==> src/hw/sa_pkg.sv <==
`default_nettype none

package sa_pkg;

    // Fixed byte width of activations and weights
    localparam int DATA_W = 8;

    // Default lane count, modules take K as a parameter
    localparam int K_DEF = 9;

    // Lane index field in a weight write
    localparam int LIDX_W = 4;

    localparam int PROD_W = 2 * DATA_W;                 // Full int8 x int8 product
    localparam int ACC_W  = PROD_W + $clog2(K_DEF);     // 16 product bits + 4 headroom

    typedef logic signed [DATA_W-1:0] lane_t;
    typedef logic        [LIDX_W-1:0] lidx_t;
    typedef logic signed [PROD_W-1:0] prod_t;
    typedef logic signed [ACC_W-1:0]  acc_t;

    // One activation vector with its strobe
    typedef struct packed {
        logic                    valid;
        lane_t [K_DEF-1:0]       lanes;
    } act_beat_t;

    // Weight write payload, column comes separately
    typedef struct packed {
        lidx_t                   idx;   // Lane within the column
        lane_t                   data;
    } wt_wr_t;

endpackage

`default_nettype wire

==> src/hw/skew_align.sv <==
`timescale 1ns/1ps
`default_nettype none

module skew_align
    import sa_pkg::*;
#(
    parameter int K = K_DEF
) (
    input  logic          clk,
    input  logic          rstn,
    input  act_beat_t     beat,
    output lane_t [K-1:0] sk_lanes,
    output logic          sk_valid
);

    // Lane 0 and the strobe meet cell 0 directly
    assign sk_lanes[0] = beat.lanes[0];
    assign sk_valid    = beat.valid;

    // Lane k gets a k-deep shift chain, so the chains form a triangle
    for (genvar k = 1; k < K; k++) begin : g_lane
        lane_t [k-1:0] sr;

        always_ff @(posedge clk or negedge rstn) begin
            if (!rstn) begin
                sr <= '0;
            end else begin
                sr[0] <= beat.lanes[k];
                for (int s = 1; s < k; s++) begin
                    sr[s] <= sr[s-1];
                end
            end
        end

        assign sk_lanes[k] = sr[k-1];   // Oldest stage
    end

endmodule

`default_nettype wire

==> config.mk <==
export PLATFORM = sky130hd
export DESIGN_NAME = skew_align
export DESIGN_NICKNAME = d
export VERILOG_FILES = /design/src/hw/sa_pkg.sv /design/src/hw/skew_align.sv
export SDC_FILE = /design/constraint.sdc
export NUM_CORES = 1
export LEC_CHECK = 0
export BUFFER_PORTS_ARGS = -buffer_cell sky130_fd_sc_hd__buf_2
export CORE_MARGIN = 2
export CORE_UTILIZATION = 60
export CTS_BUF_LIST = sky130_fd_sc_hd__clkbuf_2
export DETAILED_ROUTE_END_ITERATION = 8
export PLACE_DENSITY = 0.86
export SETUP_SLACK_MARGIN = 0.3
export SYNTH_ARGS = -nofsm -noshare
export SYNTH_HDL_FRONTEND = slang
export SYNTH_SLANG_ARGS = --single-unit
export TNS_END_PERCENT = 20
==> constraint.sdc <==
create_clock -name clk -period 1.15 [get_ports clk]
set_clock_uncertainty 0.2 [all_clocks]
set_input_delay 0.0575 -clock clk [delete_from_list [all_inputs] [get_ports clk]]
set_output_delay 0.0575 -clock clk [all_outputs]
set_load 0.05 [all_outputs]
==> results.tsv <==
metric	value	unit
Worst Path Arrival	1.36	ns
fin area	10630	um^2
minimum clock period	1.619	ns
max_cap viols	0	
Critical Path RT	0.89	ns
Area growth, synth to finish	38.13	%
Fin. Hold Viols	255	
Clock Latency Late Sink	0.75	ns
Post-CTS Setup Inserts	0	
fin cells	855	
Largest delay share family, worst path	flip-flops	
Clock power frac	32.8	%
Routed WL per cell	15.56	um
WS Path Type	reg -> out	
vias in the first global route	4354	
FMAX	617.6	MHz
violation count after the first detailed-route iteration	172	
Setup-failing EPs final	64	
CTS tree	yes	
Placed Cells	602	
initial antenna violation count	0	
most common cell after layout, fill and taps aside	dfrtp_1	
switching fraction of total power	25.10	%
sequential fraction of the synthesis area	93.66	%
Die Y	117.2	um
crit-path cells	buf_6	
Crit. End Element	output pin	
Core Box Area	12570	um^2
Logic pwr share	8.0	%
CP max FO	1	
DIE AREA	13750	um^2
# diodes	0	
most frequent cells in the layout	dfrtp_1 (288), dlygate4sd3_1 (135), clkbuf_2 (105)	
vias	3656	
CP max-delay cell	dfrtp_1	
Hold WC Path Type	in -> async	
Initial Utilization	61.22	%
I/O pins	148	
Worst Tran Pin Value	0.5757	ns
Root Driver	clkbuf_2	
vias per cell	4.276	
multi-input logic cell count	0	
GRT Util Overall	21.79	%
sequential share of power	59.2	%
multi-input logic area	0	um^2
final WL	13300	um
Post-Place Cell Area	8238	um^2
row cnt	41	
CP max stage delay	0.43	ns
Max VDD drop	1.059	mV
leakage	5.139	nW
Reg clk slew, reported paths	0.13	ns
pin count of the biggest net entering global routing	73	
H-tree Lvls	3	
Mapped Cells	353	
yosys warns	0	
failing checks	negative hold slack, negative setup slack	
synth unique cells	2	
status	complete, but fails checks	
setup ws final	-0.4692	ns
GRT overflow	0	
CTS Buf Count	68	
power per cell area	1717	nW/um^2
RSZ-0062 raised after global routing	true	
fin crit share	140.8	%
DRC viols	0	
# port buffers	129	
width of the die	117.2	um
CTS Sinks	288	
global-route wire length before repair	21300	um
Clock Path Buffers	3	
post-layout util	84.57	%
Sw Pwr	4.582	mW
drt first pass iters	4	
Power Total	18.26	mW
dpl ws	0.2932	ns
Syn Area/Cell	21.80	um^2
internal power	13.67	mW
final net count	714	
synthesized cell area	7695	um^2
CP bufs+invs	1	
synthesized net count	428	
Final Slew Violations	0	
DPL Wire Length	6047	um
Max-slew headroom	61.49	%
GP Congestion	0.6463	
layout cells sized above 1	36.75	%
Routed Antenna Nets	0	
WHS	-0.7187	ns
Seq cells post-synth	288	
element type at the critical path start	register	
## flip-flops by register name, indices dropped and copies added (netlist names)
signal	flops
g_lane.sr	232
sk_lanes	56
## final timing paths
kind                            slack, ns               end              from  depth (start not counted)
worst min-delay path                -0.72  g_lane[8].sr[33]              rstn                          5
max in group asynchronous            0.15   g_lane[4].sr[3]              rstn                          7
worst max-delay path                -0.47      sk_lanes[22]      sk_lanes[22]                          1
worst max register to register       0.39  g_lane[5].sr[31]  g_lane[5].sr[23]                          0
worst min register to register       0.14      sk_lanes[38]  g_lane[4].sr[22]                          0
min in group clk                    -0.08       sk_lanes[2]           beat[2]                          0
## cells in the mapped netlist
library cell    n  area [um^2]
buf_4          65        488.0
dfrtp_1       288         7207
## power groups by stage
stage	Sequential (mW)	Combinational [mW]	Clock (mW)
6_report	10.8	1.46	5.99
5_1_grt	10.9	1.56	6.78
4_1_cts	10.8	1.44	6.06
3_5_place_dp	11.0	0.915	0
3_3_place_gp	10.9	0.888	0
2_1_floorplan	11.0	0.607	0
## stage by stage
| stage | hold slack [ns] | TNS [ns] |
|---|---|---|
| 2_1_floorplan | -0.4381 | 0 |
| 3_3_place_gp | -0.2942 | 0 |
| 3_5_place_dp | -0.2927 | 0 |
| 4_1_cts | -0.8094 | -29.88 |
| 5_1_grt | -0.8211 | -32.40 |
| 6_report | -0.7187 | -24.56 |
## repair_timing
item,in CTS,in global routing
resized for setup,128,0
setup endpoints to repair,64,64
hold buffers,138,1
endpoints found under the hold margin,361,288
## layout make-up
type | count | area [um^2]
Tap cell | 172 | 215.2
Timing Repair Buffer | 281 | 2648
Sequential cell | 288 | 7207
Fill cell | 576 | 1939
Clock inverter | 9 | 33.78
Clock buffer | 105 | 525.5
## cell families after synthesis
logic type  synth area share [%]
flops                      93.66
buf+inv                    6.341
## worst min-delay path: cells and delay by family
| family | cells | cell delay (ns) |
|---|---|---|
| buf+inv | 5 | 0.50 |
## per-layer routing
layer  part of all wire [%]  GRT usage, %  vias to the layer above
met3                    5.5         8.033                       42
met2                     56         37.70                      135
met5                      0             0                        -
met1                     35         23.34                     1849
met4                    3.7         11.61                        0
li1                       -             -                     1630
Note: power is estimated with default switching activity, not from simulation.
