**src/hw/sa_pkg.sv**
```systemverilog
`default_nettype none

package sa_pkg;

    // Fixed byte width of activations and weights
    localparam int DATA_W = 8;

    // Default lane count, modules take K as a parameter
    localparam int K_DEF = 9;

    // Lane index field in a weight write
    localparam int LIDX_W = 4;

    localparam int PROD_W = 2 * DATA_W;                 // Full int8 x int8 product
    localparam int ACC_W  = PROD_W + $clog2(K_DEF);     // 16 product bits + 4 headroom

    typedef logic signed [DATA_W-1:0] lane_t;
    typedef logic        [LIDX_W-1:0] lidx_t;
    typedef logic signed [PROD_W-1:0] prod_t;
    typedef logic signed [ACC_W-1:0]  acc_t;

    // One activation vector with its strobe
    typedef struct packed {
        logic                    valid;
        lane_t [K_DEF-1:0]       lanes;
    } act_beat_t;

    // Weight write payload, column comes separately
    typedef struct packed {
        lidx_t                   idx;   // Lane within the column
        lane_t                   data;
    } wt_wr_t;

endpackage

`default_nettype wire

```
**src/hw/act_feeder.sv**
```systemverilog
`timescale 1ns/1ps
`default_nettype none

module act_feeder
    import sa_pkg::*;
#(
    parameter  int K      = K_DEF,
    parameter  int COLS   = 4,
    localparam int CIDX_W = $clog2(COLS + 1)    // Room for out-of-range index
) (
    input  logic              clk,
    input  logic              rstn,
    input  logic              in_valid,
    input  lane_t [K-1:0]     in_act,
    input  logic              wt_we,
    input  logic [CIDX_W-1:0] wt_col,
    input  wt_wr_t            wt_wr,
    output act_beat_t         beat_q,
    output logic [COLS-1:0]   col_we,
    output wt_wr_t            wt_q
);

    act_beat_t       beat_d;
    logic [COLS-1:0] we_dec;

    // Lanes above K stay zero
    always_comb begin
        beat_d       = '0;
        beat_d.valid = in_valid;
        for (int k = 0; k < K; k++) begin
            beat_d.lanes[k] = in_act[k];
        end
    end

    // One-hot column strobe
    always_comb begin
        we_dec = '0;
        for (int c = 0; c < COLS; c++) begin
            if (wt_we && wt_col == CIDX_W'(c)) begin
                we_dec[c] = 1'b1;
            end
        end
    end

    always_ff @(posedge clk or negedge rstn) begin
        if (!rstn) begin
            beat_q <= '0;
            col_we <= '0;
            wt_q   <= '0;
        end else begin
            beat_q <= beat_d;
            col_we <= we_dec;
            if (wt_we) begin
                wt_q <= wt_wr;          // Hold last payload otherwise
            end
        end
    end

endmodule

`default_nettype wire

```
**config.mk**
```make
export PLATFORM = sky130hd
export DESIGN_NAME = act_feeder
export DESIGN_NICKNAME = d
export VERILOG_FILES = /design/src/hw/sa_pkg.sv /design/src/hw/act_feeder.sv
export SDC_FILE = /design/constraint.sdc
export NUM_CORES = 1
export LEC_CHECK = 0
export BUFFER_PORTS_ARGS = -buffer_cell sky130_fd_sc_hd__buf_4
export CORE_ASPECT_RATIO = 1.75
export CORE_MARGIN = 3
export CORE_UTILIZATION = 39
export DETAILED_ROUTE_END_ITERATION = 16
export PLACE_DENSITY = 0.74
export RECOVER_POWER = 100
export REMOVE_ABC_BUFFERS = 1
export SLEW_MARGIN = 40
export SYNTH_ARGS = -nofsm -noshare
export SYNTH_HDL_FRONTEND = slang
export SYNTH_SLANG_ARGS = --single-unit
```
**constraint.sdc**
```tcl
create_clock -name clk -period 0.96 [get_ports clk]
set_input_delay 0.048 -clock clk [delete_from_list [all_inputs] [get_ports clk]]
set_output_delay 0.048 -clock clk [all_outputs]
set_load 0.02 [all_outputs]
```
==> run metrics <==
Fill cells 298; switching share of power 0.255; Max Slew Vio Count 0; Ports 180; CTS tree yes; area grow syn2layout 108%; Hold WS 62.1 ps; net switching power figure 0.00202 W; top cell type's share of synthesized area 0.903; Combinational Power Share 0.190; f_max 1.02 GHz; Clock Path Buffers 2; P_leak 2.52 nW; number of max-cap violations 0; synth unique cells 8; Final setup viols 6; Bufs and invs on worst path 1; DRC viols 0; Sequential Power Share 0.514; post-synth design cell area 2470 um2; drt pass-1 iters 3; Final Worst Setup Slack -18.0 ps; total global routing overflow 0; RD Place Congestion 0.750; initial core utilization 0.410; crit-path max FO 2; Num CTS Buffers 9; Die X 66.1 um; remaining antenna violation count 0; row count 37; Worst Path Required 910 ps; status finished, violations left; nets@finish 482; worst path cell trace buf_6; P_int 0.00589 W; clk_skew 0 ps; Fin. Hold Viols 0; Worst-path clk slew 90 ps; Top Family by Delay on Critical Path flip-flops; Placement Cell Area 3920 um2; diode count 0; Vias/cell 4.35; clk sink count 89; die height 111 um; clk root buf clkbuf_8; max incr delay on CP 420 ps; fin crit period 978 ps; Detailed Route WL 9300 um; Min-Delay Path Class input pin to register; RSZ-0062 raised after global routing yes; WL/cell 19.6 um; final setup TNS -67.0 ps; slowest stage cell, crit path dfrtp_1; clock power share 0.296; first-pass GRT wire length 12900 um; DR iter-0 viols 61; layout cells sized above 1 0.530; slew margin rel. 0.669; Design Area, Final 5140 um2; largest net degree at the start of global routing 35; post-synthesis cell count 107; H-tree levels 3; Yosys warnings 0; GRT Util Overall 0.247; Die Footprint 7350 um2; Worst VDD drop 1260 uV; Seq/Total Area, Yosys 0.903; crit path DAT 930 ps; flop and latch count out of synthesis 89; violations in the final reports setup timing; crit path kind register to output pin; leading area contributor after synthesis dfrtp_1; vias in the first global route 2463; syn avg cell area 23.0 um2; Core Box Area 6020 um2; DR vias 2064; largest cells by area after synthesis dfrtp_1 90%, mux2_4 3.7%, mux2_2 2.7%, and4bb_2 1.0%, buf_12 0.81%; IO Port Bufs 179; dpl hpwl 5020 um; Startpoint Class register; critical path capture point type output pin; Least-Margin Pin Slew 496 ps; flop-to-flop setup slack 20 ps; final core occ 0.854; P per Cell Area 1540 nW/um2; worst skew pair latency 360 ps; initial antenna violation count 0; period utilization 1.02
per-layer routing:
layer,routed length (um),track usage
met1,3010,0.244
met3,598,0.0842
met5,0,0
met2,5400,0.445
met4,287,0.111
through the flow:
| stage | total power (W) | instances | setup slack [ps] |
|---|---|---|---|
| 2_1_floorplan | 0.00445 | 105 | 125 |
| 3_3_place_gp | 0.00519 | 365 | 212 |
| 3_5_place_dp | 0.00522 | 365 | 200 |
| 4_1_cts | 0.00783 | 472 | -0.962 |
| 5_1_grt | 0.00821 | 474 | -47.0 |
| 6_report | 0.00791 | 474 | -18.0 |
power groups by stage:
stage          sequential [W]  combinational [W]  clock (W)
4_1_cts               0.00403            0.00145    0.00234
3_5_place_dp          0.00410            0.00112          0
5_1_grt               0.00408            0.00158    0.00255
3_3_place_gp          0.00409            0.00110          0
6_report              0.00407            0.00150    0.00234
2_1_floorplan         0.00438          0.0000749          0
flip-flops by register name (all words and copies together) (netlist names):
signal and cells:
wt_q 12, col_we 4, beat_q 73
synthesized netlist by cell type, drive strengths merged:
cell type and count:
and4b 1, and4bb 2, buf 2, dfrtp 89, mux2 12, nor4b 1
final timing paths:
path	depth (start not counted)	from	to
max in group asynchronous	3	rstn	beat_q[57]
max reg2reg	2	wt_q[8]	wt_q[8]
max	1	wt_q[8]	wt_q[8]
min	2	wt_we	col_we[0]
min in group asynchronous	2	rstn	beat_q[49]
min reg2reg	1	wt_q[7]	wt_q[7]
cells by family (layout without fill, tap and decap cells):
logic type	after synthesis	count (layout)	synth area share
flip-flops	89	89	0.903
buffers and inverters	2	291	0.0127
multiplexers	12	12	0.0639
AND/OR/NAND/NOR	4	4	0.0203
area by class of cell:
| type | instances | area [um2] | area share |
|---|---|---|---|
| sequential | 89 | 2230 | 0.433 |
| timing repair buffer | 275 | 2450 | 0.477 |
| multi-input combinational | 16 | 190 | 0.0370 |
| tap | 78 | 97.6 | 0.0190 |
| clock inverter | 3 | 15.0 | 0.00292 |
| clock buffer | 13 | 159 | 0.0309 |
layout by cell type (no fill, tap or decap), types with 2 or more instances in the layout:
| master | n |
|---|---|
| clkinv_2 | 3 |
| mux2_2 | 6 |
| dfrtp_1 | 89 |
| buf_4 | 58 |
| buf_6 | 47 |
| buf_2 | 2 |
| clkbuf_8 | 11 |
| mux2_1 | 3 |
| clkbuf_4 | 77 |
| dlygate4sd3_1 | 89 |
| mux2_4 | 3 |
| clkbuf_1 | 3 |
| and4bb_2 | 2 |
what timing repair did:
item / CTS / global route
setup endpoints to repair: 10 / 46
buffers inserted: 2 / 2
endpoints found under the hold margin: 176 / 0
gates resized for setup: 10 / 37
hold buffers: 89 / 0
(Power assumes the default switching activity.)
