===== config.mk =====
export PLATFORM = sky130hd
export DESIGN_NAME = mac_column
export DESIGN_NICKNAME = d
export VERILOG_FILES = /design/src/hw/sa_pkg.sv /design/src/hw/mac_column.sv
export SDC_FILE = /design/constraint.sdc
export NUM_CORES = 2
export LEC_CHECK = 0
export ABC_AREA = 1
export BUFFER_PORTS_ARGS = -buffer_cell sky130_fd_sc_hd__buf_2
export CORE_UTILIZATION = 60
export DETAILED_ROUTE_END_ITERATION = 8
export PLACE_DENSITY = 0.8
export SYNTH_ARGS = -nofsm -noshare
export SYNTH_HDL_FRONTEND = slang
export SYNTH_SLANG_ARGS = --single-unit

===== constraint.sdc =====
create_clock -name clk -period 5.8 [get_ports clk]
set_input_delay 1.16 -clock clk [delete_from_list [all_inputs] [get_ports clk]]
set_output_delay 1.16 -clock clk [all_outputs]
set_load 0.005 [all_outputs]

===== src/hw/sa_pkg.sv =====
`default_nettype none

package sa_pkg;

    // Fixed byte width of activations and weights
    localparam int DATA_W = 8;

    // Default lane count, modules take K as a parameter
    localparam int K_DEF = 9;

    // Lane index field in a weight write
    localparam int LIDX_W = 4;

    localparam int PROD_W = 2 * DATA_W;                 // Full int8 x int8 product
    localparam int ACC_W  = PROD_W + $clog2(K_DEF);     // 16 product bits + 4 headroom

    typedef logic signed [DATA_W-1:0] lane_t;
    typedef logic        [LIDX_W-1:0] lidx_t;
    typedef logic signed [PROD_W-1:0] prod_t;
    typedef logic signed [ACC_W-1:0]  acc_t;

    // One activation vector with its strobe
    typedef struct packed {
        logic                    valid;
        lane_t [K_DEF-1:0]       lanes;
    } act_beat_t;

    // Weight write payload, column comes separately
    typedef struct packed {
        lidx_t                   idx;   // Lane within the column
        lane_t                   data;
    } wt_wr_t;

endpackage

`default_nettype wire


===== src/hw/mac_column.sv =====
`timescale 1ns/1ps
`default_nettype none

module mac_column
    import sa_pkg::*;
#(
    parameter int K = K_DEF
) (
    input  logic          clk,
    input  logic          rstn,
    input  lane_t [K-1:0] sk_lanes,
    input  logic          sk_valid,
    input  logic          wt_we,
    input  wt_wr_t        wt_wr,
    output acc_t          res_col,
    output logic          col_valid
);

    lane_t       wt   [K];      // Stationary weights
    prod_t       prod [K];
    acc_t        psum [K];      // Partial sum leaving cell k
    logic [K-1:0] vld;

    // Weight load by lane index
    always_ff @(posedge clk or negedge rstn) begin
        if (!rstn) begin
            for (int k = 0; k < K; k++) begin
                wt[k] <= '0;
            end
        end else if (wt_we) begin
            for (int k = 0; k < K; k++) begin
                if (wt_wr.idx == lidx_t'(k)) begin
                    wt[k] <= wt_wr.data;
                end
            end
        end
    end

    always_comb begin
        for (int k = 0; k < K; k++) begin
            prod[k] = wt[k] * $signed(sk_lanes[k]);
        end
    end

    // Sum moves one cell per cycle, skewed lane k arrives just in time
    always_ff @(posedge clk or negedge rstn) begin
        if (!rstn) begin
            for (int k = 0; k < K; k++) begin
                psum[k] <= '0;
            end
            vld <= '0;
        end else begin
            psum[0] <= acc_t'(prod[0]);
            vld[0]  <= sk_valid;
            for (int k = 1; k < K; k++) begin
                psum[k] <= psum[k-1] + acc_t'(prod[k]);
                vld[k]  <= vld[k-1];
            end
        end
    end

    assign res_col   = psum[K-1];
    assign col_valid = vld[K-1];

endmodule

`default_nettype wire


==> impl_metrics.ini <==
[synth]
ys_ff_latch = 254
synthTopCellsByArea = fa_1 (37%), dfrtp_1 (16%), inv_1 (12%)
synth_common_cells = inv_1 (1302), nand2_1 (1116), fa_1 (743), ha_1 (388), dfrtp_1 (254)
post-synth-top-count-cell = inv_1
synth.distinct_cells = 37
yosys.area.top_type = fa_1
synth.avg_cell_area_um2 = 8.53
synth_nets = 5892
synth_edf_count = 0
async_reset_ff_frac = 1.00
ys_seq_area_frac = 0.160
ys.flop_type = dfrtp_1
synth.top_cell.area_share = 0.373
yosys_warnings = 0
synthCells = 4673
syn-cell-area_mm2 = 0.0398

[setup_path]
crit_arrival_ps = 5580
r2r-start = wt[47]
cp_slowest_stage_delay_ps = 580
crit_buf_inv = 3
endpoint = psum[119]
cp-start-kind = input pin
cpLargestDelayFamily = adder cells
crit_path_end_kind = register
cp-startpoint = sk_lanes[24]
critPathMaxFanout = 12
worstPathCellList = buf_2, nand2_1, inv_1, fa_1, fa_1, fa_1, fa_1, ha_1, ha_1, nand2_1, inv_1, a21oi_1, nand2_1, nand2_1, nand2_1, nand3_1, nand2_1
reg2regPathDepth = 16
path_depth = 17
cp.required_ps = 6250
worst-setup-path-type = in2reg
crit_path_frequent_cell = nand2_1
reg2reg_slack_ps = 920
reg2reg_to = psum[119]
crit_slowest_cell = fa_1

[clock_tree]
cts_setup_buffers = 0
cts-root-buf = clkbuf_16
clk_pin_slew_ps = 60
htreeDepth = 2
clkLatencyLatePin_ps = 550
clock_path_buffers = 3
cts_tree = built
ctsHoldBuffers = 0
cts_resized = 0
numCtsBuffers = 34
cts.sinks = 254

[timing]
finalSetupViolCount = 0
final_max_slew_viol_count = 0
min_period_over_period = 0.884
period_minus_slack_ps = 5130
skew_ps = 36.5
fmax_mhz = 195
relSlewSlack = 0.247
rsz0062_at_grt = false
finalHoldViolations = 0
totalNegativeSetupSlack_ps = 0
tightest_slew_ps = 1130

[status]
status = complete, no violations

[route]
vias_per_cell = 5.13
first_pass_iters = 7
drt_iter0_drc = 1793
wl_um = 87500
post-route-drc-count = 0
wire_per_inst_um = 15.7
antenna_left = 0
vias = 28531

[place]
place_congestion = 0.942
port_buffers = 108
hpwl_um = 73200

[floorplanning]
row_count = 94
io_pins = 109
initial_core_util = 0.606
fp.dieW_um = 260
dieHeight_um = 260
die-area_mm2 = 0.0674
core-area_mm2 = 0.0657

[global_route]
grt_util_met2 = 0.503
grt_pass1_vias = 30605
antenna_found_initial = 8
grt_remaining_overflow = 0
busiest_layer = met2
grt_max_degree = 103
met3_usage = 0.0365
grt_usage = 0.278
use_met1 = 0.331
grt_pass1_wl_um = 148000

[cells_and_area]
area_growth_pct = 5.66
fin_nets = 5889
drive_gt1_frac = 0.0515

[run]
maxCapViolCount = 0

[hold_path]
hold_path.class = reg2reg
[kinds of logic (layout without fill, tap and decap cells)]
group                    Yosys count  after routing  synth area share
other                              0              6                 0
flip-flops                       254            254             0.160
buffers and inverters           1474           1496             0.142
AND/OR/NAND/NOR                 1473           1473             0.148
AO/OA/AOI/OAI                    245            245            0.0341
XOR/XNOR                          96             96            0.0211
adder cells (fa/ha/maj)         1131           1131             0.495
[layout by cell type (no fill, tap or decap), types with 7 or more instances in the layout]
master / n
inv_1: 1302
nand2_1: 1116
fa_1: 743
ha_1: 388
dfrtp_1: 254
nor2_1: 162
nand3_1: 120
a21oi_1: 116
buf_2: 107
xor2_1: 77
o21ai_0: 58
clkbuf_16: 35
o21ai_1: 25
xnor2_1: 19
or2_2: 19
buf_4: 19
o21ai_2: 16
nand4_1: 14
o21bai_1: 11
nor3_1: 8
nand2_2: 8
nand3b_1: 7
[layer usage]
| metal | vias to the layer above | wire, µm |
|---|---|---|
| met1 | 14122 | 33500 |
| met2 | 739 | 45600 |
| met5 | - | 39 |
| met4 | 6 | 4140 |
| met3 | 209 | 4240 |
| li1 | 13455 | - |
[metrics by stage]
step	util	setup WS [ps]	cell area (µm²)	instances	hold WS, ps
final	0.640	671	42100	5565	345
after CTS	0.640	678	42100	5559	348
after floorplan	-	403	39800	4673	331
after detailed placement	0.622	88.0	40900	5498	336
after global placement	0.622	275	40900	5498	332
after global routing	0.640	341	42100	5560	350
[worst reg2reg max path: stages (launching register included)]
cell and delay [ps]:
dfrtp_1 500, nand2_1 140, inv_1 560, fa_1 560, fa_1 500, fa_1 580, fa_1 420, ha_1 290
ha_1 340, nand2_1 140, inv_1 50, a21oi_1 250, nand2_1 150, nand2_1 80, nand2_1 70, nand3_1 90
nand2_1 60
[worst min path at each step]
stage,from,to,depth (start not counted)
3_5_place_dp,vld[6],vld[7],0
3_3_place_gp,vld[4],vld[5],0
4_1_cts,vld[1],vld[2],0
2_1_floorplan,vld[0],vld[1],0
5_1_grt,vld[1],vld[2],0
6_report,vld[1],vld[2],0
[state kept, by name, indices dropped and copies added (netlist names)]
signal and flops:
vld 9, res_col 20, psum 153, wt 72
[area by class of cell]
| class | count | area [µm²] |
|---|---|---|
| multi-input cells | 2945 | 27800 |
| diodes | 6 | 15.0 |
| well taps | 864 | 1080 |
| inverters | 1307 | 4910 |
| repair buffers | 128 | 713 |
| clock inverters | 22 | 262 |
| fillers | 5383 | 23600 |
| flip-flops and latches | 254 | 6360 |
| clock buffers | 39 | 921 |
Power is not shown: default switching activity piles up to over one toggle a cycle in this logic, so the estimate is an artifact.
